<file path="src/verilog/soc_txn_pkg.sv">
// --------------------------------------
// Transaction encoding: operation codes
// and the data word
// --------------------------------------

package soc_txn_pkg;

  // data path width, one RISC-V word
  localparam int unsigned RISCV_WORD_WIDTH = 32;
  typedef logic [RISCV_WORD_WIDTH-1:0] word_t;

  // plain accesses first, then the atomics
  typedef enum logic [2:0] {
    OP_LOAD     = 3'd0,
    OP_STORE    = 3'd1,
    OP_AMO_SWAP = 3'd2,
    OP_AMO_ADD  = 3'd3,
    OP_AMO_AND  = 3'd4,
    OP_AMO_OR   = 3'd5,
    // unsigned maximum
    OP_AMO_MAXU = 3'd6
  } op_e;

endpackage

</file>
<file path="src/verilog/soc_result.sv">
// --------------------------------------
// Result stage: registers the response
// --------------------------------------

`timescale 1ns/10ps

module soc_result (
  input  logic                clk_i,
  input  logic                reset_i,

  // from execute
  input  logic                exe_valid_i,
  input  logic                exe_error_i,
  input  soc_txn_pkg::word_t  exe_rdata_i,

  // response to the requester
  output logic                rsp_valid_o,
  output soc_txn_pkg::word_t  rsp_rdata_o,
  output logic                rsp_error_o
);

  always_ff @(posedge clk_i) begin
    if (reset_i) begin
      rsp_valid_o <= 1'b0;
      rsp_rdata_o <= '0;
      rsp_error_o <= 1'b0;
    end else begin
      rsp_valid_o <= exe_valid_i;
      // bus stays quiet between responses
      if (exe_valid_i) begin
        rsp_rdata_o <= exe_rdata_i;
        rsp_error_o <= exe_error_i;
      end else begin
        rsp_rdata_o <= '0;
        rsp_error_o <= 1'b0;
      end
    end
  end

endmodule

</file>
<file path="config.mk">
export PLATFORM = sky130hd
export DESIGN_NAME = soc_result
export DESIGN_NICKNAME = d
export VERILOG_FILES = /design/src/verilog/soc_txn_pkg.sv /design/src/verilog/soc_result.sv
export SDC_FILE = /design/constraint.sdc
export NUM_CORES = 1
export LEC_CHECK = 0
export BUFFER_PORTS_ARGS = -buffer_cell sky130_fd_sc_hd__buf_4
export CORE_MARGIN = 2
export CORE_UTILIZATION = 42
export DETAILED_ROUTE_END_ITERATION = 8
export GPL_TIMING_DRIVEN = 0
export PLACE_DENSITY = 0.92
export SYNTH_ARGS = -nofsm -noshare
export SYNTH_HDL_FRONTEND = slang
export SYNTH_SLANG_ARGS = --single-unit
</file>
<file path="constraint.sdc">
create_clock -name clk_i -period 0.99 [get_ports clk_i]
set_input_delay 0.0495 -clock clk_i [delete_from_list [all_inputs] [get_ports clk_i]]
set_output_delay 0.0495 -clock clk_i [all_outputs]
set_load 0.02 [all_outputs]
</file>
==> results of run 1 <==
==> registers in the layout, summed over array words and instances, names as in the netlist <==
name	cells
rsp_error_o	1
rsp_rdata_o	32
rsp_valid_o	1
==> power groups by stage <==
stage                     logic (mW)  clock network, mW  registers, mW
after floorplan               0.0713                  0           1.54
after CTS                      0.459               1.01           1.44
after global placement         0.341                  0           1.47
after global routing           0.498               1.07           1.44
final                          0.470              0.988           1.44
after detailed placement       0.353                  0           1.47
==> layout by cell type (no fill, tap or decap), drive strengths merged <==
cell,n
bufinv,1
and3b,33
clkbuf,5
nor2b,1
dlygate4sd3,34
clkinvlp,2
buf,75
dfxtp,34
==> how the worst max path moves through the flow <==
stage                         start  slack (ps)         endpoint  cells after the start
CTS                 rsp_rdata_o[14]         120  rsp_rdata_o[14]                      1
global placement            reset_i         350  rsp_rdata_o[19]                      3
global route        rsp_rdata_o[29]          80  rsp_rdata_o[29]                      1
detailed placement          reset_i         330   rsp_rdata_o[0]                      3
floorplan                   reset_i         530  rsp_rdata_o[19]                      2
finish                  exe_valid_i         120   rsp_rdata_o[0]                      4
==> per-layer routing <==
layer,wire (um),vias to the layer above
li1,-,469
met1,985,449
met2,1740,45
met3,236,8
met4,65,0
met5,0,-
==> metrics by stage <==
stage,std cells,hold WS [ps],utilization
global placement,171,293,0.698
detailed placement,171,299,0.698
floorplan,74,205,-
global route,213,19.5,0.887
CTS,212,3.95,0.883
finish,213,43.9,0.887
==> layout make-up <==
class / count / area [um^2]
Tap cell: 28 / 35.0
Timing Repair Buffer: 103 / 858
Buffer: 6 / 30.0
Sequential cell: 34 / 681
Clock inverter: 3 / 45.0
Fill cell: 89 / 251
Multi-Input combinational cell: 34 / 295
Clock buffer: 5 / 37.5
==> cell families after synthesis <==
logic type / after synthesis / synth area share
AND/OR/NAND/NOR: 34 / 0.294
flip-flops: 34 / 0.677
buffers and inverters: 6 / 0.0299
==> what timing repair did <==
item / in CTS / in global routing
gates resized for setup: 0 / 0
setup endpoints to repair: 0 / 0
hold buffers: 33 / 1
hold endpoints to repair: 33 / 1
==> results.txt, run 1 <==
Status = complete, no violations
Post-Syn Nets = 110
CP Max Fanout = 10
Total wire length = 3020 um
DRC viols = 0
Pre-CTS setup slack = 329 ps
Routability Congestion = 0.709
Data arrival, critical path = 1100 ps
Global Route met3 Usage = 0.0989
First-pass GRT wire length = 4410 um
Worst-margin pin slew = 145 ps
Comb pwr share = 0.162
RSZ-0062 raised after global routing = no
Endpoint class of the critical path = register
Final Setup Violations = 0
Design Area, Final = 0.00198 mm^2
# H-tree levels = 2
Crit path launch type = input pin
Sw frac = 0.226
Initial DRT Pass Iterations = 1
Die height = 52.9 um
Yosys warns = 0
Cell-internal power = 2.24 mW
Psw = 0.655 mW
Max VDD drop = 1.44 mV
Post-synth top area share = 0.677
Flop pwr share = 0.497
CP max stage cell = dlygate4sd3_1
HP Start = reset_i
Final Hold Vio Count = 0
Tcrit/Tclk final = 0.882
Area Growth Syn to Fin = 97.0%
Global route total overflow = 0
Placed Area = 0.00156 mm^2
Cell variety after synth = 4
Max incr delay on CP = 540 ps
Antenna Violating Nets Remaining = 0
Mapped Avg Cell Area = 13.6 um^2
#FFs+latches synth = 34
# diodes = 0
Worst min-delay path endpoint = rsp_error_o
CTS tree = built
Layout cells sized above 1 = 0.449
Worst hold path depth = 2
Vias in the first global route = 1,038
CTS Buffer Depth = 2
CTS Buf Count = 5
Achievable Freq = 1.14 GHz
Syn Inst Count = 74
WP buf/inv = 3
Final Max Slew Viols = 0
Final Power = 2.90 mW
Cell with the most instances after synthesis = dfxtp_1
Async SR Flop Fraction = 0
Drt via density = 4.56
Mapped Area = 0.00101 mm^2
Core footprint = 0.00223 mm^2
Largest net degree at the start of global routing = 13
Synth Flop Type = dfxtp_1
Clock power share = 0.341
Row Count = 17
Tot GR Track Use = 0.231
EDFF count, synth = 0
Drt first-iter violations = 0
Sink Count = 34
Initial antenna violation count = 0
Top delay family on crit path = buffers and inverters
I/O Buffers = 69
Critical path cell sequence = dlygate4sd3_1, buf_4, buf_2, and3b_1
Final #Nets = 220
Chip Width = 52.9 um
Slew headroom = 0.903
Gr busiest metal = met2
Setup bufs post-CTS = 0
PD cells = 1460 mW/mm^2
Seq/Total Area, Yosys = 0.677
Met2 Track Usage GR = 0.481
Drt wl/cell = 14.2 um
Clock Pin Slew Worst Setup and Hold Paths = 100 ps
Max-Cap Viols = 0
Top-Level Pins = 70
Post-route worst setup slack = 116 ps
Crit path required time = 1220 ps
Crit path kind = input pin to register
Synth cell count leaders = dfxtp_1, and3b_1, buf_2, nor2b_1
Min Tclk post-route = 874 ps
Initial Util = 0.450
Total Neg Setup Slack = 0 ps
GR Layer Usage met1 = 0.174
Top post-synthesis cells by area = dfxtp_1, and3b_1, buf_2
Leakage power = 1.07 nW
Clk Tree Root Cell = clkbuf_4
Die footprint = 0.00280 mm^2
Biggest area consumer among synthesized cells = dfxtp_1
Via count = 971
Hold WC Path Type = input pin to register
No activity file was read; power rests on OpenSTA's default activity.
==> inputs of run 2 (changes only) <==
--- a/config.mk
+++ b/config.mk
@@ -5,12 +5,14 @@
 export SDC_FILE = /design/constraint.sdc
 export NUM_CORES = 1
 export LEC_CHECK = 0
+export ABC_AREA = 1
 export BUFFER_PORTS_ARGS = -buffer_cell sky130_fd_sc_hd__buf_4
+export CAP_MARGIN = 25
 export CORE_MARGIN = 2
-export CORE_UTILIZATION = 42
+export CORE_UTILIZATION = 39
 export DETAILED_ROUTE_END_ITERATION = 8
 export GPL_TIMING_DRIVEN = 0
-export PLACE_DENSITY = 0.92
+export PLACE_DENSITY = 0.88
 export SYNTH_ARGS = -nofsm -noshare
 export SYNTH_HDL_FRONTEND = slang
 export SYNTH_SLANG_ARGS = --single-unit
==> constraint.sdc (replaced) <==
create_clock -name clk_i -period 1 [get_ports clk_i]
set_input_delay 0.05 -clock clk_i [delete_from_list [all_inputs] [get_ports clk_i]]
set_output_delay 0.05 -clock clk_i [all_outputs]
set_load 0.02 [all_outputs]
==> run 2 against run 1 <==
Effect of this change:
- clock power decreased by 9.2%
- worst setup slack better by 30 ps
- clock-buffer cell count rose by 3
- sequential power hardly changed
- utilization decreased by 8.1 points
- non-clock buffer count down 3
- sequential cell count did not move
- combinational power decreased by 1%
- synthesized cell count grew 43%
- via count up 0.41%
- die area up 5.1%
- global-route usage decreased by 1.0 points
- critical path type is now register to primary output
- largest cell class unchanged
- largest power group unchanged
==> results.txt, run 2 <==
Clock Pin Slew Worst Setup and Hold Paths = 90 ps
Initial Util = 0.405
Initial antenna violation count = 0
Final #Nets = 252
Largest register FFs = 32
Total Neg Setup Slack = 0 ps
Crit path launch type = register
# H-tree levels = 2
Worst-margin pin slew = 109 ps
Total wire length = 2920 um
Achievable Freq = 1.17 GHz
Top post-synthesis cells by area = dfxtp_1, inv_1, nor2_1
Initial DRT Pass Iterations = 4
Biggest area consumer among synthesized cells = dfxtp_1
Largest net degree at the start of global routing = 11
Layout cells sized above 1 = 0.382
Synth Flop Type = dfxtp_1
WP buf/inv = 1
EDFF count, synth = 0
Mapped Area = 986 um^2
Placed Area = 0.00154 mm^2
Core footprint = 0.00243 mm^2
First-pass GRT wire length = 4320 um
Min Tclk post-route = 853 ps
Final Max Slew Viols = 0
RSZ-0062 raised after global routing = no
Top delay family on crit path = flip-flops
Most common cell after layout, fill and taps aside = buf_4
Cell with the most instances after synthesis = inv_1
Drt wl/cell = 11.8 um
DRC viols = 0
Final Hold Vio Count = 0
Global route total overflow = 0
# diodes = 0
Drt via density = 3.95
Drt first-iter violations = 8
PD cells = 1420 mW/mm^2
Crit path required time = 950 ps
Max VDD drop = 1.15 mV
Sink Count = 34
Tcrit/Tclk final = 0.853
Commonest cells after routing, fill and taps aside = buf_4, inv_1, dlygate4sd3_1, dfxtp_1, nor2_1
Post-Syn Nets = 142
CP Max Fanout = 1
Top-Level Pins = 70
Final Setup Violations = 0
Critical path cell sequence = buf_4
Design Area, Final = 0.00196 mm^2
Yosys warns = 0
Tot GR Track Use = 0.221
Vias in the first global route = 1,019
I/O Buffers = 69
Status = complete, no violations
Leakage power = 1.10 nW
Max-Cap Viols = 0
Routability Congestion = 0.705
Cell variety after synth = 6
Antenna Violating Nets Remaining = 0
HPWL reported at the end of detailed placement = 1770 um
Endpoint class of the critical path = primary output
Clk Tree Root Cell = clkbuf_4
Via count = 975
CTS Buf Count = 5
Max incr delay on CP = 350 ps
Die footprint = 0.00295 mm^2
Crit path kind = register to primary output
Post-synth top area share = 0.690
Post-cts resize count = 0
Die height = 54.3 um
Mapped Avg Cell Area = 9.30 um^2
CP max stage cell = dfxtp_1
#FFs+latches synth = 34
Biggest register = rsp_rdata_o
Top Registers = rsp_rdata_o x32, rsp_error_o x1, rsp_valid_o x1
Hold slack = 53.9 ps
CTS Buffer Depth = 2
Async SR Flop Fraction = 0
Syn Inst Count = 106
Hold WC Path Type = input pin to register
Seq/Total Area, Yosys = 0.690
Synth cell count leaders = inv_1, dfxtp_1, nor2_1, buf_6, nor2_2
CTS tree = built
Data arrival, critical path = 800 ps
Row Count = 18
Slew headroom = 0.927
Area Growth Syn to Fin = 98.9%
# fillers = 161
Chip Width = 54.3 um
run 2: path summary, 6_finish.rpt:
check	endpoint	cells after the start	slack (ps)	from
worst max-delay path	rsp_rdata_o[30]	1	150	rsp_rdata_o[30]
worst min-delay path	rsp_rdata_o[28]	4	50	reset_i
run 2: what timing repair did:
action                                 CTS  global route
setup buffers                            0             0
endpoints found under the hold margin   33             0
hold buffers                            34             0
run 2: layout make-up:
class	count	area, um^2	share of cell area
sequential	34	681	0.347
tap	30	37.5	0.0191
buffer	3	33.8	0.0172
clock buffer	8	78.8	0.0402
multi-input combinational	34	140	0.0715
inverter	35	131	0.0670
timing repair buffer	103	858	0.438
run 2: metal layers:
metal  wire length, um  GRT usage
met2              1730      0.452
met1               990      0.178
met3               124     0.0574
met5                 0          0
met4                81      0.142
run 2: through the flow:
step / total power [mW] / worst slack, ps / utilization / cells
2_1_floorplan: 1.60 / 542 / - / 106
3_3_place_gp: 1.79 / 390 / 0.634 / 205
3_5_place_dp: 1.81 / 352 / 0.634 / 205
4_1_cts: 2.82 / 131 / 0.806 / 247
5_1_grt: 2.91 / 97.2 / 0.806 / 247
6_report: 2.79 / 147 / 0.806 / 247
run 2: kinds of logic (layout without fill, tap and decap cells):
group	Yosys count	in the layout	synth area share
buf+inv	38	149	0.168
flops	34	34	0.690
simple gates	34	34	0.142
run 2: power breakdown:
part	switching (mW)	internal, mW
Clock	0.416	0.481
Combinational	0.191	0.272
Sequential	0.0169	1.41
==> inputs of run 3 (changes only) <==
--- a/config.mk
+++ b/config.mk
@@ -8,7 +8,6 @@
 export ABC_AREA = 1
 export BUFFER_PORTS_ARGS = -buffer_cell sky130_fd_sc_hd__buf_4
 export CAP_MARGIN = 25
-export CORE_MARGIN = 2
 export CORE_UTILIZATION = 39
 export DETAILED_ROUTE_END_ITERATION = 8
 export GPL_TIMING_DRIVEN = 0
==> run 3 against run 2 <==
Effect of this change:
- critical path depth unchanged
- largest cell class unchanged
- total power down 4.3%
- critical endpoint is now rsp_valid_o
- final cell count down 0.81%
- routed wire length up 5.4%
- combinational power up 2%
==> results.txt, run 3 (synthesis results as in run 2) <==
Status = complete, no violations
Post-cts resize count = 0
Initial DRT Pass Iterations = 4
Most common cell after layout, fill and taps aside = buf_4
CP max stage cell = dfxtp_1
Top delay family on crit path = flip-flops
Sink Count = 34
Crit path depth = 1
PD cells = 1370 mW/mm^2
CTS Buf Count = 5
Final Hold Vio Count = 0
Total Neg Setup Slack = 0 ps
Area Growth Syn to Fin = 96.7%
DRC viols = 0
Placed Area = 0.00154 mm^2
Drt wl/cell = 12.6 um
Comb pwr share = 0.177
Leakage power = 1.09 nW
Die height = 52.3 um
Routability Congestion = 0.670
Data arrival, critical path = 810 ps
Die footprint = 0.00273 mm^2
M1 wire length = 1140 um
Chip Width = 52.3 um
Worst hold path depth = 4
Via count = 986
Routed met2 length = 1730 um
WP buf/inv = 1
Worst-margin pin slew = 138 ps
Max incr delay on CP = 340 ps
Hold WC Path Type = input pin to register
Layout cells sized above 1 = 0.378
# fillers = 130
Total wire length = 3080 um
# diodes = 0
Flop pwr share = 0.534
Final #Nets = 252
# H-tree levels = 2
Critical path cell sequence = buf_4
Tot GR Track Use = 0.248
Largest register FFs = 32
First-pass GRT wire length = 4550 um
Psw = 0.644 mW
Final Max Slew Viols = 0
Top-Level Pins = 70
Crit path kind = register to primary output
Max VDD drop = 1.19 mV
Core footprint = 0.00230 mm^2
Crit path required time = 950 ps
Sw frac = 0.242
Slew headroom = 0.908
Global route total overflow = 0
Design Area, Final = 0.00194 mm^2
Antenna Violating Nets Remaining = 0
Row Count = 17
Top Registers = rsp_rdata_o x32, rsp_error_o x1, rsp_valid_o x1
Drt via density = 4.02
RSZ-0062 raised after global routing = no
CTS tree = built
Vias in the first global route = 1,000
Commonest cells after routing, fill and taps aside = buf_4, inv_1, dlygate4sd3_1, dfxtp_1, nor2_1
Cell-internal power = 2.02 mW
Clock power share = 0.289
Top routing layer used = met4
Crit path launch type = register
Initial antenna violation count = 0
Clock Pin Slew Worst Setup and Hold Paths = 110 ps
Final Setup Violations = 0
HPWL reported at the end of detailed placement = 1650 um
CP Max Fanout = 1
CTS Buffer Depth = 2
Met3 wire len = 150 um
Drt first-iter violations = 7
Clk Tree Root Cell = clkbuf_4
Biggest register = rsp_rdata_o
Achievable Freq = 1.16 GHz
Initial Util = 0.429
I/O Buffers = 69
Tcrit/Tclk final = 0.864
Min Tclk post-route = 864 ps
Endpoint class of the critical path = primary output
Max-Cap Viols = 0
Largest net degree at the start of global routing = 11
## run 3: path summary, 6_finish.rpt
kind	startpoint	to	slack, ps
setup / recovery	rsp_valid_o	rsp_valid_o	140
hold / removal	reset_i	rsp_error_o	40
## run 3: through the flow
| step | setup slack [ps] | utilization | hold WS (ps) | total power, mW | std cells |
|---|---|---|---|---|---|
| finish | 136 | 0.844 | 37.8 | 2.67 | 245 |
| CTS | 136 | 0.844 | 20.5 | 2.66 | 245 |
| global placement | 382 | 0.670 | 262 | 1.79 | 203 |
| floorplan | 542 | - | 162 | 1.60 | 106 |
| global route | 98.6 | 0.844 | 50.0 | 2.78 | 245 |
| detailed placement | 349 | 0.670 | 268 | 1.80 | 203 |
## run 3: cell type report
type / instances / area, um^2 / share of cell area
repair buffers: 103 / 858 / 0.443
flip-flops and latches: 34 / 681 / 0.351
multi-input cells: 34 / 140 / 0.0723
inverters: 35 / 131 / 0.0677
clock buffers: 7 / 55.1 / 0.0284
well taps: 28 / 35.0 / 0.0181
plain buffers: 3 / 33.8 / 0.0174
clock inverters: 1 / 5.00 / 0.00258
## run 3: per-layer routing
layer  track usage  up-vias
li1              -      499
met2         0.489       44
met4         0.132        0
met5             0        -
met3        0.0638        6
met1         0.222      437
## run 3: what timing repair did
action,in CTS,in global routing
hold endpoints to repair,33,0
endpoints found under the setup margin,0,0
hold buffers,34,0
setup buffers,0,0
## run 3: power groups by stage
stage          Combinational, mW  Clock (mW)  Sequential [mW]
6_report                   0.471       0.771             1.42
5_1_grt                    0.504       0.846             1.43
4_1_cts                    0.457       0.783             1.42
3_5_place_dp               0.350           0             1.46
3_3_place_gp               0.341           0             1.45
2_1_floorplan             0.0751           0             1.53
