`src/verilog/soc_txn_pkg.sv`:
```
// --------------------------------------
// Transaction encoding: operation codes
// and the data word
// --------------------------------------

package soc_txn_pkg;

  // data path width, one RISC-V word
  localparam int unsigned RISCV_WORD_WIDTH = 32;
  typedef logic [RISCV_WORD_WIDTH-1:0] word_t;

  // plain accesses first, then the atomics
  typedef enum logic [2:0] {
    OP_LOAD     = 3'd0,
    OP_STORE    = 3'd1,
    OP_AMO_SWAP = 3'd2,
    OP_AMO_ADD  = 3'd3,
    OP_AMO_AND  = 3'd4,
    OP_AMO_OR   = 3'd5,
    // unsigned maximum
    OP_AMO_MAXU = 3'd6
  } op_e;

endpackage

```
`src/verilog/soc_map_pkg.sv`:
```
// --------------------------------------
// SoC memory map: base addresses, region
// classes and address field widths
// --------------------------------------

package soc_map_pkg;

  // system byte address
  localparam int unsigned ADDR_WIDTH = 32;
  typedef logic [ADDR_WIDTH-1:0] addr_t;

  // byte offset bits inside one 32-bit word
  localparam int unsigned WORD_BYTE_BITS = 2;

  // L2 scratch memory
  localparam addr_t L2_BASE_ADDR = 32'h1C00_0000;

  // peripheral block, cluster control
  localparam addr_t PERIPH_BASE_ADDR = 32'h1A10_0000;
  localparam addr_t FETCH_EN_OFFSET  = 32'h0000_0000;

  // target class after decode
  typedef enum logic [1:0] {
    REGION_L2     = 2'd0,
    REGION_PERIPH = 2'd1,
    REGION_NONE   = 2'd2
  } region_e;

endpackage
```
`src/verilog/soc_decode.sv`:
```
// --------------------------------------
// Decode stage: maps the request address
// onto the SoC memory map, one cycle
// --------------------------------------

`timescale 1ns/10ps

module soc_decode #(
  parameter int unsigned L2_WORDS = 256
) (
  input  logic                          clk_i,
  input  logic                          reset_i,

  // request from the requester
  input  logic                          req_valid_i,
  input  soc_map_pkg::addr_t            req_addr_i,
  input  soc_txn_pkg::op_e              req_op_i,
  input  soc_txn_pkg::word_t            req_wdata_i,

  // decoded request towards execute
  output logic                          dec_valid_o,
  output soc_map_pkg::region_e          dec_region_o,
  output logic [$clog2(L2_WORDS)-1:0]   dec_index_o,
  output soc_txn_pkg::op_e              dec_op_o,
  output soc_txn_pkg::word_t            dec_wdata_o
);

  import soc_map_pkg::*;

  localparam int unsigned IDX_W = $clog2(L2_WORDS);

  // size of the L2 window in bytes
  localparam addr_t L2_BYTES = addr_t'(L2_WORDS) << WORD_BYTE_BITS;

  addr_t      l2_offset;
  logic       aligned;
  logic       in_l2;
  logic       is_fetch_en;
  region_e    region_d;

  // an address below the base wraps to a large offset, so one compare covers both ends
  assign l2_offset   = req_addr_i - L2_BASE_ADDR;
  assign aligned     = (req_addr_i[WORD_BYTE_BITS-1:0] == '0);
  assign in_l2       = (l2_offset < L2_BYTES);
  assign is_fetch_en = (req_addr_i == (PERIPH_BASE_ADDR + FETCH_EN_OFFSET));

  always_comb begin
    if (aligned && in_l2) begin
      region_d = REGION_L2;
    end else if (is_fetch_en) begin
      region_d = REGION_PERIPH;
    end else begin
      // misaligned, past the end of L2 or unmapped
      region_d = REGION_NONE;
    end
  end

  always_ff @(posedge clk_i) begin
    if (reset_i) begin
      dec_valid_o <= 1'b0;
    end else begin
      dec_valid_o <= req_valid_i;
    end
  end

  // payload, only looked at while dec_valid_o is high
  always_ff @(posedge clk_i) begin
    dec_region_o <= region_d;
    dec_index_o  <= l2_offset[IDX_W+WORD_BYTE_BITS-1:WORD_BYTE_BITS];
    dec_op_o     <= req_op_i;
    dec_wdata_o  <= req_wdata_i;
  end

endmodule

```
`config.mk`:
```
export PLATFORM = sky130hd
export DESIGN_NAME = soc_decode
export DESIGN_NICKNAME = d
export VERILOG_FILES = /design/src/verilog/soc_txn_pkg.sv /design/src/verilog/soc_map_pkg.sv /design/src/verilog/soc_decode.sv
export SDC_FILE = /design/constraint.sdc
export NUM_CORES = 1
export LEC_CHECK = 0
export ABC_AREA = 1
export BUFFER_PORTS_ARGS = -buffer_cell sky130_fd_sc_hd__buf_2
export CORE_MARGIN = 2
export CORE_UTILIZATION = 36
export DETAILED_ROUTE_END_ITERATION = 16
export PLACE_DENSITY = 0.79
export SYNTH_ARGS = -nofsm -noshare
export SYNTH_HDL_FRONTEND = slang
export SYNTH_SLANG_ARGS = --single-unit
```
`constraint.sdc`:
```
create_clock -name clk_i -period 1.2 [get_ports clk_i]
set_input_delay 0.12 -clock clk_i [delete_from_list [all_inputs] [get_ports clk_i]]
set_output_delay 0.12 -clock clk_i [all_outputs]
set_load 0.005 [all_outputs]
```
==> results of run 1 <==
[cells by family (layout without fill, tap and decap cells)]
| kind of cell | after synthesis | count (layout) | synth area share, % |
|---|---|---|---|
| buffers and inverters | 5 | 172 | 1.69 |
| DFF | 46 | 46 | 83.2 |
| and+or+nand+nor | 36 | 36 | 15.1 |
[tightest hold or removal path: cells and delay by family]
| kind | cells | cell delay, ns |
|---|---|---|
| AND/OR/NAND/NOR | 4 | 0.23 |
| buffers and inverters | 1 | 0.08 |
[registers in the layout (all words and copies together) (netlist names)]
signal,count
dec_index_o,8
dec_op_o,3
dec_region_o,2
dec_valid_o,1
dec_wdata_o,32
[final cells by class]
| type | count | share of cell area, % |
|---|---|---|
| timing repair buffer | 160 | 46.2 |
| sequential | 46 | 41.4 |
| multi-input combinational | 36 | 7.55 |
| tap | 33 | 1.86 |
| clock buffer | 5 | 1.69 |
| inverter | 5 | 0.845 |
| clock inverter | 2 | 0.450 |
[per-stage QoR]
stage               setup slack, ns  cell area (sq um)  util, %
floorplan                     0.424               1110        -
global placement              0.305               1720     57.9
detailed placement            0.266               1720     57.9
CTS                          0.0852               2220     74.6
global route                 0.0223               2220     74.6
finish                       0.0305               2220     74.6
[where the power goes]
group | total [mW] | internal [mW] | switching, mW
clock network | 0.654 | 0.211 | 0.442
registers | 1.63 | 1.61 | 0.0200
logic | 0.354 | 0.236 | 0.118
total | 2.63 | 2.05 | 0.580
[final timing paths]
check | cells past startpoint | slack [ns] | end | from
worst max-delay path | 4 | 0.03 | dec_valid_o | reset_i
worst min-delay path | 5 | 0.13 | dec_region_o[0] | req_addr_i[30]
[per-layer routing]
metal | part of all wire, % | vias up | routed length (um)
met5 | 0 | - | 0
met4 | 1.4 | 0 | 53
met3 | 12 | 6 | 448
met2 | 53 | 86 | 1960
met1 | 33 | 510 | 1210
li1 | - | 593 | -
[timing repair]
item	4_1_cts	5_1_grt
setup buffers	0	0
hold buffers	45	0
hold endpoints to repair	44	0
[layout by cell type (no fill, tap or decap), drive strengths merged]
master,instances
nor2,22
dlygate4sd3,45
and2,1
nand3,2
buf,115
nand2,8
inv,5
or2,2
clkinv,2
clkbuf,5
dfxtp,46
nand3b,1
==> results.sh, run 1 <==
export IMPL_fin_crit_sh_pct=97.5
export IMPL_ys_warn_count=0
export IMPL_holdWs_ns=0.126
export IMPL_hpwl_um=2140
export IMPL_layout_drive_gt1_share_pct=50.4
export IMPL_postSynthCellCount=87
export IMPL_tightestPinTransition_ns=0.124
export IMPL_synthTopCellsByArea="sky130_fd_sc_hd__dfxtp_1 (83%), sky130_fd_sc_hd__nor2_1 (6.4%), sky130_fd_sc_hd__nand2_1 (2.4%)"
export IMPL_gr_max_usage_layer="met2"
export IMPL_max_freq_mhz=855
export IMPL_timing_critical_path_cells="dlygate4sd3_1, buf_2, nor2_1, dlygate4sd3_1"
export IMPL_hold_viol=0
export IMPL_min_period_ns=1.17
export IMPL_grt_pass1_vias=1152
export IMPL_drv_cap=0
export IMPL_yosys_cell_types=11
export IMPL_critical_path_slowest_cell="sky130_fd_sc_hd__dlygate4sd3_1"
export IMPL_seq_area_sq_um=921
export IMPL_design_core_area_sq_um=2980
export IMPL_cts_htree_levels=2
export IMPL_ys_dominant_reg_cell="sky130_fd_sc_hd__dfxtp_1"
export IMPL_setup_worst_path_start_class="input pin"
export IMPL_die_h_um=59.5
export IMPL_dieArea_sq_um=3540
export IMPL_asyncSetResetFlopFracSynth_pct=0
export IMPL_cellPowerDensity_nw_per_um2=1180
export IMPL_grt_max_degree=14
export IMPL_worst_hold_path_type="in -> reg"
export IMPL_syn_area_per_cell_sq_um=12.7
export IMPL_filler_cell_count=203
export IMPL_synth_edff_count=0
export IMPL_cts_resized_gates=0
export IMPL_worstSetupEndpointType="flop"
export IMPL_max_buffers_root_to_sink=2
export IMPL_yosysMostFrequentCell="sky130_fd_sc_hd__dfxtp_1"
export IMPL_vdd_ir_drop_max_v=0.000610
export IMPL_critPathBufInv=3
export IMPL_synth_cells_most_frequent="sky130_fd_sc_hd__dfxtp_1 (46), sky130_fd_sc_hd__nor2_1 (19), sky130_fd_sc_hd__nand2_1 (7), sky130_fd_sc_hd__inv_1 (4), sky130_fd_sc_hd__nor2_2 (3)"
export IMPL_detail_route_wl_per_cell_um=12.8
export IMPL_antenna_violating_nets_post_route=0
export IMPL_ctsRootBufferMaster="sky130_fd_sc_hd__clkbuf_4"
export IMPL_synth_area_sq_um=1110
export IMPL_avgViaCountPerCell=4.16
export IMPL_routed_via_count=1195
export IMPL_max_slew_margin_pct=91.7
export IMPL_placer_congestion_estimate=0.709
export IMPL_numClockSinks=46
export IMPL_synth_top_area_share_pct=83.2
export IMPL_chipWidth_um=59.5
export IMPL_clk_pin_slew_worst_paths_ns=0.12
export IMPL_crit_arrival_ns=1.47
export IMPL_dpl_cells=235
export IMPL_fin_setup_tns_ns=0
export IMPL_drcViolationCount=0
export IMPL_peak_per_stage_delay_on_the_critical_path_ns=0.56
export IMPL_io_buffers=115
export IMPL_cp_common_cell="sky130_fd_sc_hd__dlygate4sd3_1"
export IMPL_final_nets=324
export IMPL_timing_critical_path_max_delay_family="buffers and inverters"
export IMPL_status="complete, no violations"
export IMPL_cts_made_buffers=5
export IMPL_critPathMaxFanout=1
export IMPL_start_util_pct=37.2
export IMPL_synthToLayoutAreaGrowth_pct=101
export IMPL_gr_total_overflow=0
export IMPL_grt_util_met1_pct=18.6
export IMPL_grt_antenna_before_repair=0
export IMPL_flip_flop_and_latch_count_after_synthesis=46
export IMPL_p_leak_nw=1.15
export IMPL_totalWireLength_um=3670
export IMPL_global_route_wire_length_before_repair_um=5010
export IMPL_critical_path_required_ns=1.50
export IMPL_timing_worst_setup_path_type="in -> reg"
export IMPL_area_leader_netlist="sky130_fd_sc_hd__dfxtp_1"
export IMPL_gr_usage_met2_pct=37.7
export IMPL_layoutNonFillerInstCount=287
export IMPL_globalRouteTotalUtil_pct=20.1
export IMPL_slew_violations=0
export IMPL_multi_input_area_sq_um=168
export IMPL_number_of_design_rule_violations_left_by_the_first_detailed_router_iteration=46
export IMPL_seq_area_frac_synth_pct=83.2
export IMPL_antenna_diode_count=0
export IMPL_rsz0062_at_grt="false"
export IMPL_tritoncts="done"
export IMPL_setup_viol=0
export IMPL_rows=20
export IMPL_floorplan_io_pins=116
export IMPL_syn_nets=157
export IMPL_grt_util_met3_pct=7.64
export IMPL_number_of_optimization_iterations_in_the_first_detailed_route_pass=4
export IMPL_power_total_mw=2.63
Power figures use the tool's default switching activity.
==> inputs of run 2 (changes only) <==
Settings changed: CELL_PAD_IN_SITES_DETAIL_PLACEMENT set to 0, CELL_PAD_IN_SITES_GLOBAL_PLACEMENT set to 1, CORE_UTILIZATION 36 to 24, PLACE_DENSITY 0.79 to 0.77.
==> run 2 against run 1 <==
Compared with the run above:
- global-route usage decreased by 8.0 points
- total power increased by 25%
- setup slack improved by 0.044 ns
- combinational power decreased by 5.9%
- sequential cell count unchanged
- routed wire length decreased by 15%
- sequential power about the same
- non-clock buffer count decreased by 5
- critical path depth increased by 4
==> results.sh, run 2 (synthesized netlist as in run 1, its figures left out) <==
export IMPL_status="complete, no violations"
export IMPL_ctsRootBufferMaster="sky130_fd_sc_hd__clkbuf_8"
export IMPL_synthToLayoutAreaGrowth_pct=109
export IMPL_antenna_diode_count=0
export IMPL_slew_violations=0
export IMPL_filler_cell_count=392
export IMPL_largest_register_ff_count=32
export IMPL_layout_top_registers="dec_wdata_o: 32 flops, dec_index_o: 8 flops, dec_op_o: 3 flops"
export IMPL_layout_drive_gt1_share_pct=50.8
export IMPL_floorplan_io_pins=116
export IMPL_timing_worst_setup_path_type="in -> reg"
export IMPL_placer_congestion_estimate=0.658
export IMPL_dpl_cells=254
export IMPL_design_core_area_sq_um=4410
export IMPL_global_route_wire_length_before_repair_um=4720
export IMPL_grt_pass1_vias=1124
export IMPL_critPathMaxFanout=2
export IMPL_p_leak_nw=1.17
export IMPL_layout_cells_most_common_list="sky130_fd_sc_hd__buf_2 (111), sky130_fd_sc_hd__dfxtp_1 (46), sky130_fd_sc_hd__dlygate4sd3_1 (44)"
export IMPL_routed_via_count=1159
export IMPL_antenna_violating_nets_post_route=0
export IMPL_seq_area_sq_um=921
export IMPL_critical_path_required_ns=1.39
export IMPL_multi_input_area_sq_um=173
export IMPL_fin_setup_tns_ns=0
export IMPL_clk_pin_slew_worst_paths_ns=0.08
export IMPL_hold_viol=0
export IMPL_detail_route_wl_per_cell_um=10.3
export IMPL_number_of_optimization_iterations_in_the_first_detailed_route_pass=4
export IMPL_dieArea_sq_um=5170
export IMPL_min_period_ns=1.13
export IMPL_registers_top_by_ff_count="dec_wdata_o"
export IMPL_io_buffers=115
export IMPL_max_slew_margin_pct=92.7
export IMPL_layoutNonFillerInstCount=302
export IMPL_chipWidth_um=71.9
export IMPL_globalRouteTotalUtil_pct=12.1
export IMPL_grt_antenna_before_repair=0
export IMPL_tightestPinTransition_ns=0.109
export IMPL_max_buffers_root_to_sink=2
export IMPL_drcViolationCount=0
export IMPL_cts_made_buffers=5
export IMPL_die_h_um=71.9
export IMPL_worst_setup_path_startpoint="req_addr_i[4]"
export IMPL_fin_crit_sh_pct=93.8
export IMPL_totalWireLength_um=3110
export IMPL_setup_viol=0
export IMPL_rows=24
export IMPL_tritoncts="done"
export IMPL_worst_hold_path_type="in -> reg"
export IMPL_number_of_design_rule_violations_left_by_the_first_detailed_router_iteration=17
export IMPL_max_freq_mhz=889
export IMPL_drv_cap=0
export IMPL_rsz0062_at_grt="false"
export IMPL_crit_arrival_ns=1.31
export IMPL_mostFrequentLayoutCell="sky130_fd_sc_hd__buf_2"
export IMPL_grt_max_degree=15
export IMPL_setup_worst_path_start_class="input pin"
export IMPL_gr_total_overflow=0
export IMPL_hold_path_startpoint="req_valid_i"
export IMPL_final_nets=319
export IMPL_numClockSinks=46
export IMPL_hpwl_um=2090
export IMPL_cts_htree_levels=2
export IMPL_start_util_pct=25.1
export IMPL_worstSetupEndpointType="flop"
export IMPL_avgViaCountPerCell=3.84
export IMPL_vdd_ir_drop_max_v=0.000773
export IMPL_cellPowerDensity_nw_per_um2=1420
[run 2: cell types whose count changed in the layout (fill, tap and decap cells not counted)]
cell / change
sky130_fd_sc_hd__clkinv_2: -2
sky130_fd_sc_hd__bufinv_16: +2
sky130_fd_sc_hd__nor2_1: -2
sky130_fd_sc_hd__dlygate4sd3_1: -1
sky130_fd_sc_hd__buf_2: -4
sky130_fd_sc_hd__nor2_2: +2
sky130_fd_sc_hd__clkbuf_4: -5
sky130_fd_sc_hd__clkbuf_8: +6
[run 2: layer usage]
layer | GRT usage [%] | up-vias | wire [um]
met4 | 5.66 | 0 | 44
met1 | 10.5 | 492 | 1060
met2 | 23.0 | 80 | 1580
met5 | 0 | - | 0
met3 | 5.69 | 4 | 423
li1 | - | 583 | -
[run 2: stage by stage]
stage	worst slack, ns	area, sq um	util, %	hold WS (ns)	power, mW
after floorplan	0.424	1110	-	0.148	1.70
after global placement	0.292	1750	39.6	0.222	1.88
after detailed placement	0.272	1750	39.6	0.224	1.88
after CTS	0.0820	2330	52.8	0.0274	3.35
after global routing	0.00161	2320	52.5	0.0333	3.44
final	0.0746	2320	52.5	0.0411	3.30
[run 2: critical path, stage by stage]
cell and delay [ns]:
sky130_fd_sc_hd__dlygate4sd3_1 0.54, sky130_fd_sc_hd__buf_2 0.13, sky130_fd_sc_hd__nor2_1 0.08, sky130_fd_sc_hd__nand2_1 0.06, sky130_fd_sc_hd__nor2_1 0.11, sky130_fd_sc_hd__nand3_1 0.10
sky130_fd_sc_hd__nor2_2 0.13, sky130_fd_sc_hd__nor2_1 0.04
[run 2: final cells by class]
| class | count | share of cell area (%) |
|---|---|---|
| Multi-Input combinational cell | 36 | 7.46 |
| Tap cell | 52 | 2.81 |
| Clock inverter | 2 | 2.59 |
| Timing Repair Buffer | 155 | 43.0 |
| Inverter | 5 | 0.810 |
| Sequential cell | 46 | 39.8 |
| Clock buffer | 6 | 3.57 |
[run 2: power by group]
| part | total (mW) | switching [mW] | internal [mW] |
|---|---|---|---|
| Sequential | 1.62 | 0.0171 | 1.60 |
| Combinational | 0.333 | 0.104 | 0.229 |
| Clock | 1.34 | 0.457 | 0.887 |
| Total | 3.30 | 0.579 | 2.72 |
[run 2: path summary, 6_finish.rpt]
kind / to / slack [ns] / cells past startpoint
worst max-delay path: dec_region_o[1] / 0.07 / 8
worst min-delay path: dec_valid_o / 0.04 / 3
[run 2: what timing repair did]
action | in CTS | in global routing
hold endpoints to repair | 44 | 0
resized for setup | 0 | 2
hold buffers | 44 | 0
buffers inserted | 0 | 0
endpoints found under the setup margin | 0 | 1
==> inputs of run 3 (changes only) <==
Settings changed: BUFFER_PORTS_ARGS -buffer_cell sky130_fd_sc_hd__buf_2 to -buffer_cell sky130_fd_sc_hd__buf_4.
==> run 3 against run 2 <==
Compared with the run above:
- via count rose by 1.6%
- total power fell by 12%
- clock-buffer cell count fell by 1
- largest power group unchanged
- hold slack improved by 0.011 ns
- core utilization rose by 5.4 points
- global-route usage rose by 1.6 points
- fmax rose by 1.9%
- sequential power barely moved
- highest routed layer unchanged
- setup slack improved by 0.021 ns
- first-iteration DRC count did not move
==> results.sh, run 3 (synthesized netlist as in run 1, its figures left out) <==
export IMPL_antenna_violating_nets_post_route=0
export IMPL_critical_path_required_ns=1.39
export IMPL_dieArea_sq_um=5170
export IMPL_fin_crit_sh_pct=92.0
export IMPL_design_area_sq_um=2550
export IMPL_antenna_diode_count=0
export IMPL_worst_hold_path_type="in -> reg"
export IMPL_slew_violations=0
export IMPL_registers_top_by_ff_count="dec_wdata_o"
export IMPL_mostFrequentLayoutCell="sky130_fd_sc_hd__buf_4"
export IMPL_holdWs_ns=0.0526
export IMPL_synthToLayoutAreaGrowth_pct=131
export IMPL_hold_viol=0
export IMPL_tightestPinTransition_ns=0.123
export IMPL_setup_viol=0
export IMPL_routed_via_count=1177
export IMPL_die_h_um=71.9
export IMPL_final_nets=321
export IMPL_worst_setup_path_startpoint="req_addr_i[2]"
export IMPL_timing_worst_setup_path_type="in -> reg"
export IMPL_cellPowerDensity_nw_per_um2=1140
export IMPL_detail_route_wl_per_cell_um=11.3
export IMPL_vdd_ir_drop_max_v=0.000394
export IMPL_p_seq_share_pct=56.2
export IMPL_placed_area_sq_um=2040
export IMPL_critPathMaxFanout=2
export IMPL_min_period_ns=1.10
export IMPL_chipWidth_um=71.9
export IMPL_total_switching_power_uw=572
export IMPL_floorplan_io_pins=116
export IMPL_avgViaCountPerCell=3.88
export IMPL_hpwl_um=2280
export IMPL_fin_setup_tns_ns=0
export IMPL_numClockSinks=46
export IMPL_start_util_pct=25.1
export IMPL_io_buffers=115
export IMPL_totalWireLength_um=3420
export IMPL_placer_congestion_estimate=0.669
export IMPL_number_of_design_rule_violations_left_by_the_first_detailed_router_iteration=17
export IMPL_dpl_cells=254
export IMPL_drcViolationCount=0
export IMPL_p_int_mw=2.33
export IMPL_p_leak_nw=1.27
export IMPL_number_of_optimization_iterations_in_the_first_detailed_route_pass=2
export IMPL_max_freq_mhz=906
export IMPL_drv_cap=0
export IMPL_cts_made_buffers=5
export IMPL_grt_max_degree=14
export IMPL_design_core_area_sq_um=4410
export IMPL_layoutNonFillerInstCount=303
export IMPL_clk_pin_slew_worst_paths_ns=0.07
export IMPL_ctsRootBufferMaster="sky130_fd_sc_hd__clkbuf_8"
export IMPL_crit_arrival_ns=1.29
export IMPL_cts_htree_levels=2
export IMPL_layout_top_registers="dec_wdata_o: 32 flops, dec_index_o: 8 flops, dec_op_o: 3 flops"
export IMPL_worst_setup_ep="dec_region_o[1]"
export IMPL_largest_register_ff_count=32
export IMPL_worstSetupEndpointType="flop"
export IMPL_p_comb_share_pct=15.3
export IMPL_layout_drive_gt1_share_pct=51.4
export IMPL_globalRouteTotalUtil_pct=13.7
export IMPL_rows=24
export IMPL_grt_pass1_vias=1206
export IMPL_max_slew_margin_pct=91.8
export IMPL_global_route_wire_length_before_repair_um=5240
export IMPL_gr_total_overflow=0
export IMPL_tritoncts="done"
export IMPL_status="complete, no violations"
export IMPL_power_clock_fraction_pct=28.5
export IMPL_layout_cells_most_common_list="sky130_fd_sc_hd__buf_4 (113), sky130_fd_sc_hd__dfxtp_1 (46), sky130_fd_sc_hd__dlygate4sd3_1 (42)"
export IMPL_max_buffers_root_to_sink=2
export IMPL_grt_antenna_before_repair=0
export IMPL_net_switching_share_of_the_total_power_pct=19.7
export IMPL_setup_worst_path_start_class="input pin"
==> run 3: worst max-delay path, stage by stage <==
cell and delay [ns]:
sky130_fd_sc_hd__dlygate4sd3_1 0.54, sky130_fd_sc_hd__buf_4 0.14, sky130_fd_sc_hd__nor2_2 0.07, sky130_fd_sc_hd__nand2_1 0.05, sky130_fd_sc_hd__nor2_1 0.11, sky130_fd_sc_hd__nand3_1 0.09, sky130_fd_sc_hd__nor2_2 0.12, sky130_fd_sc_hd__nor2_1 0.04
==> run 3: per-stage QoR <==
| step | power [mW] | setup slack, ns | utilization, % |
|---|---|---|---|
| after global routing | 3.06 | -0.00306 | 57.8 |
| after CTS | 2.95 | 0.0852 | 57.9 |
| after floorplan | 1.70 | 0.424 | - |
| final | 2.90 | 0.0961 | 57.8 |
| after detailed placement | 1.99 | 0.270 | 46.1 |
| after global placement | 1.98 | 0.280 | 46.1 |
==> run 3: area by class of cell <==
class | count | area, sq um
Fill cell | 388 | 1860
Timing Repair Buffer | 157 | 1290
Sequential cell | 46 | 921
Multi-Input combinational cell | 36 | 175
Clock buffer | 5 | 68.8
Tap cell | 52 | 65.1
Inverter | 5 | 18.8
Clock inverter | 2 | 10.0
==> run 3: worst min-delay path by stage <==
| stage | from | end | cells after the start |
|---|---|---|---|
| floorplan | req_addr_i[2] | dec_index_o[0] | 0 |
| global placement | req_wdata_i[18] | dec_wdata_o[18] | 1 |
| detailed placement | req_wdata_i[27] | dec_wdata_o[27] | 1 |
| CTS | req_valid_i | dec_valid_o | 3 |
| global route | req_valid_i | dec_valid_o | 3 |
| finish | req_valid_i | dec_valid_o | 3 |
==> run 3: per-layer routing <==
| metal | track usage [%] | part of all wire, % | routed length, um | vias up |
|---|---|---|---|---|
| li1 | - | - | - | 585 |
| met1 | 11.4 | 32 | 1090 | 496 |
| met2 | 24.9 | 51 | 1750 | 85 |
| met3 | 8.06 | 14 | 483 | 11 |
| met4 | 7.55 | 3.0 | 103 | 0 |
| met5 | 0 | 0 | 0 | - |
==> run 3: power by group through the flow <==
stage	combinational, mW	sequential (mW)	clock [mW]
floorplan	0.0253	1.67	0
global placement	0.325	1.66	0
detailed placement	0.330	1.66	0
CTS	0.445	1.62	0.880
global route	0.479	1.63	0.943
finish	0.444	1.63	0.826
==> run 3: repair_timing <==
item,4_1_cts,5_1_grt
hold buffers,44,0
endpoints found under the setup margin,0,1
buffers inserted,0,0
gates resized for setup,0,5
endpoints found under the hold margin,44,0
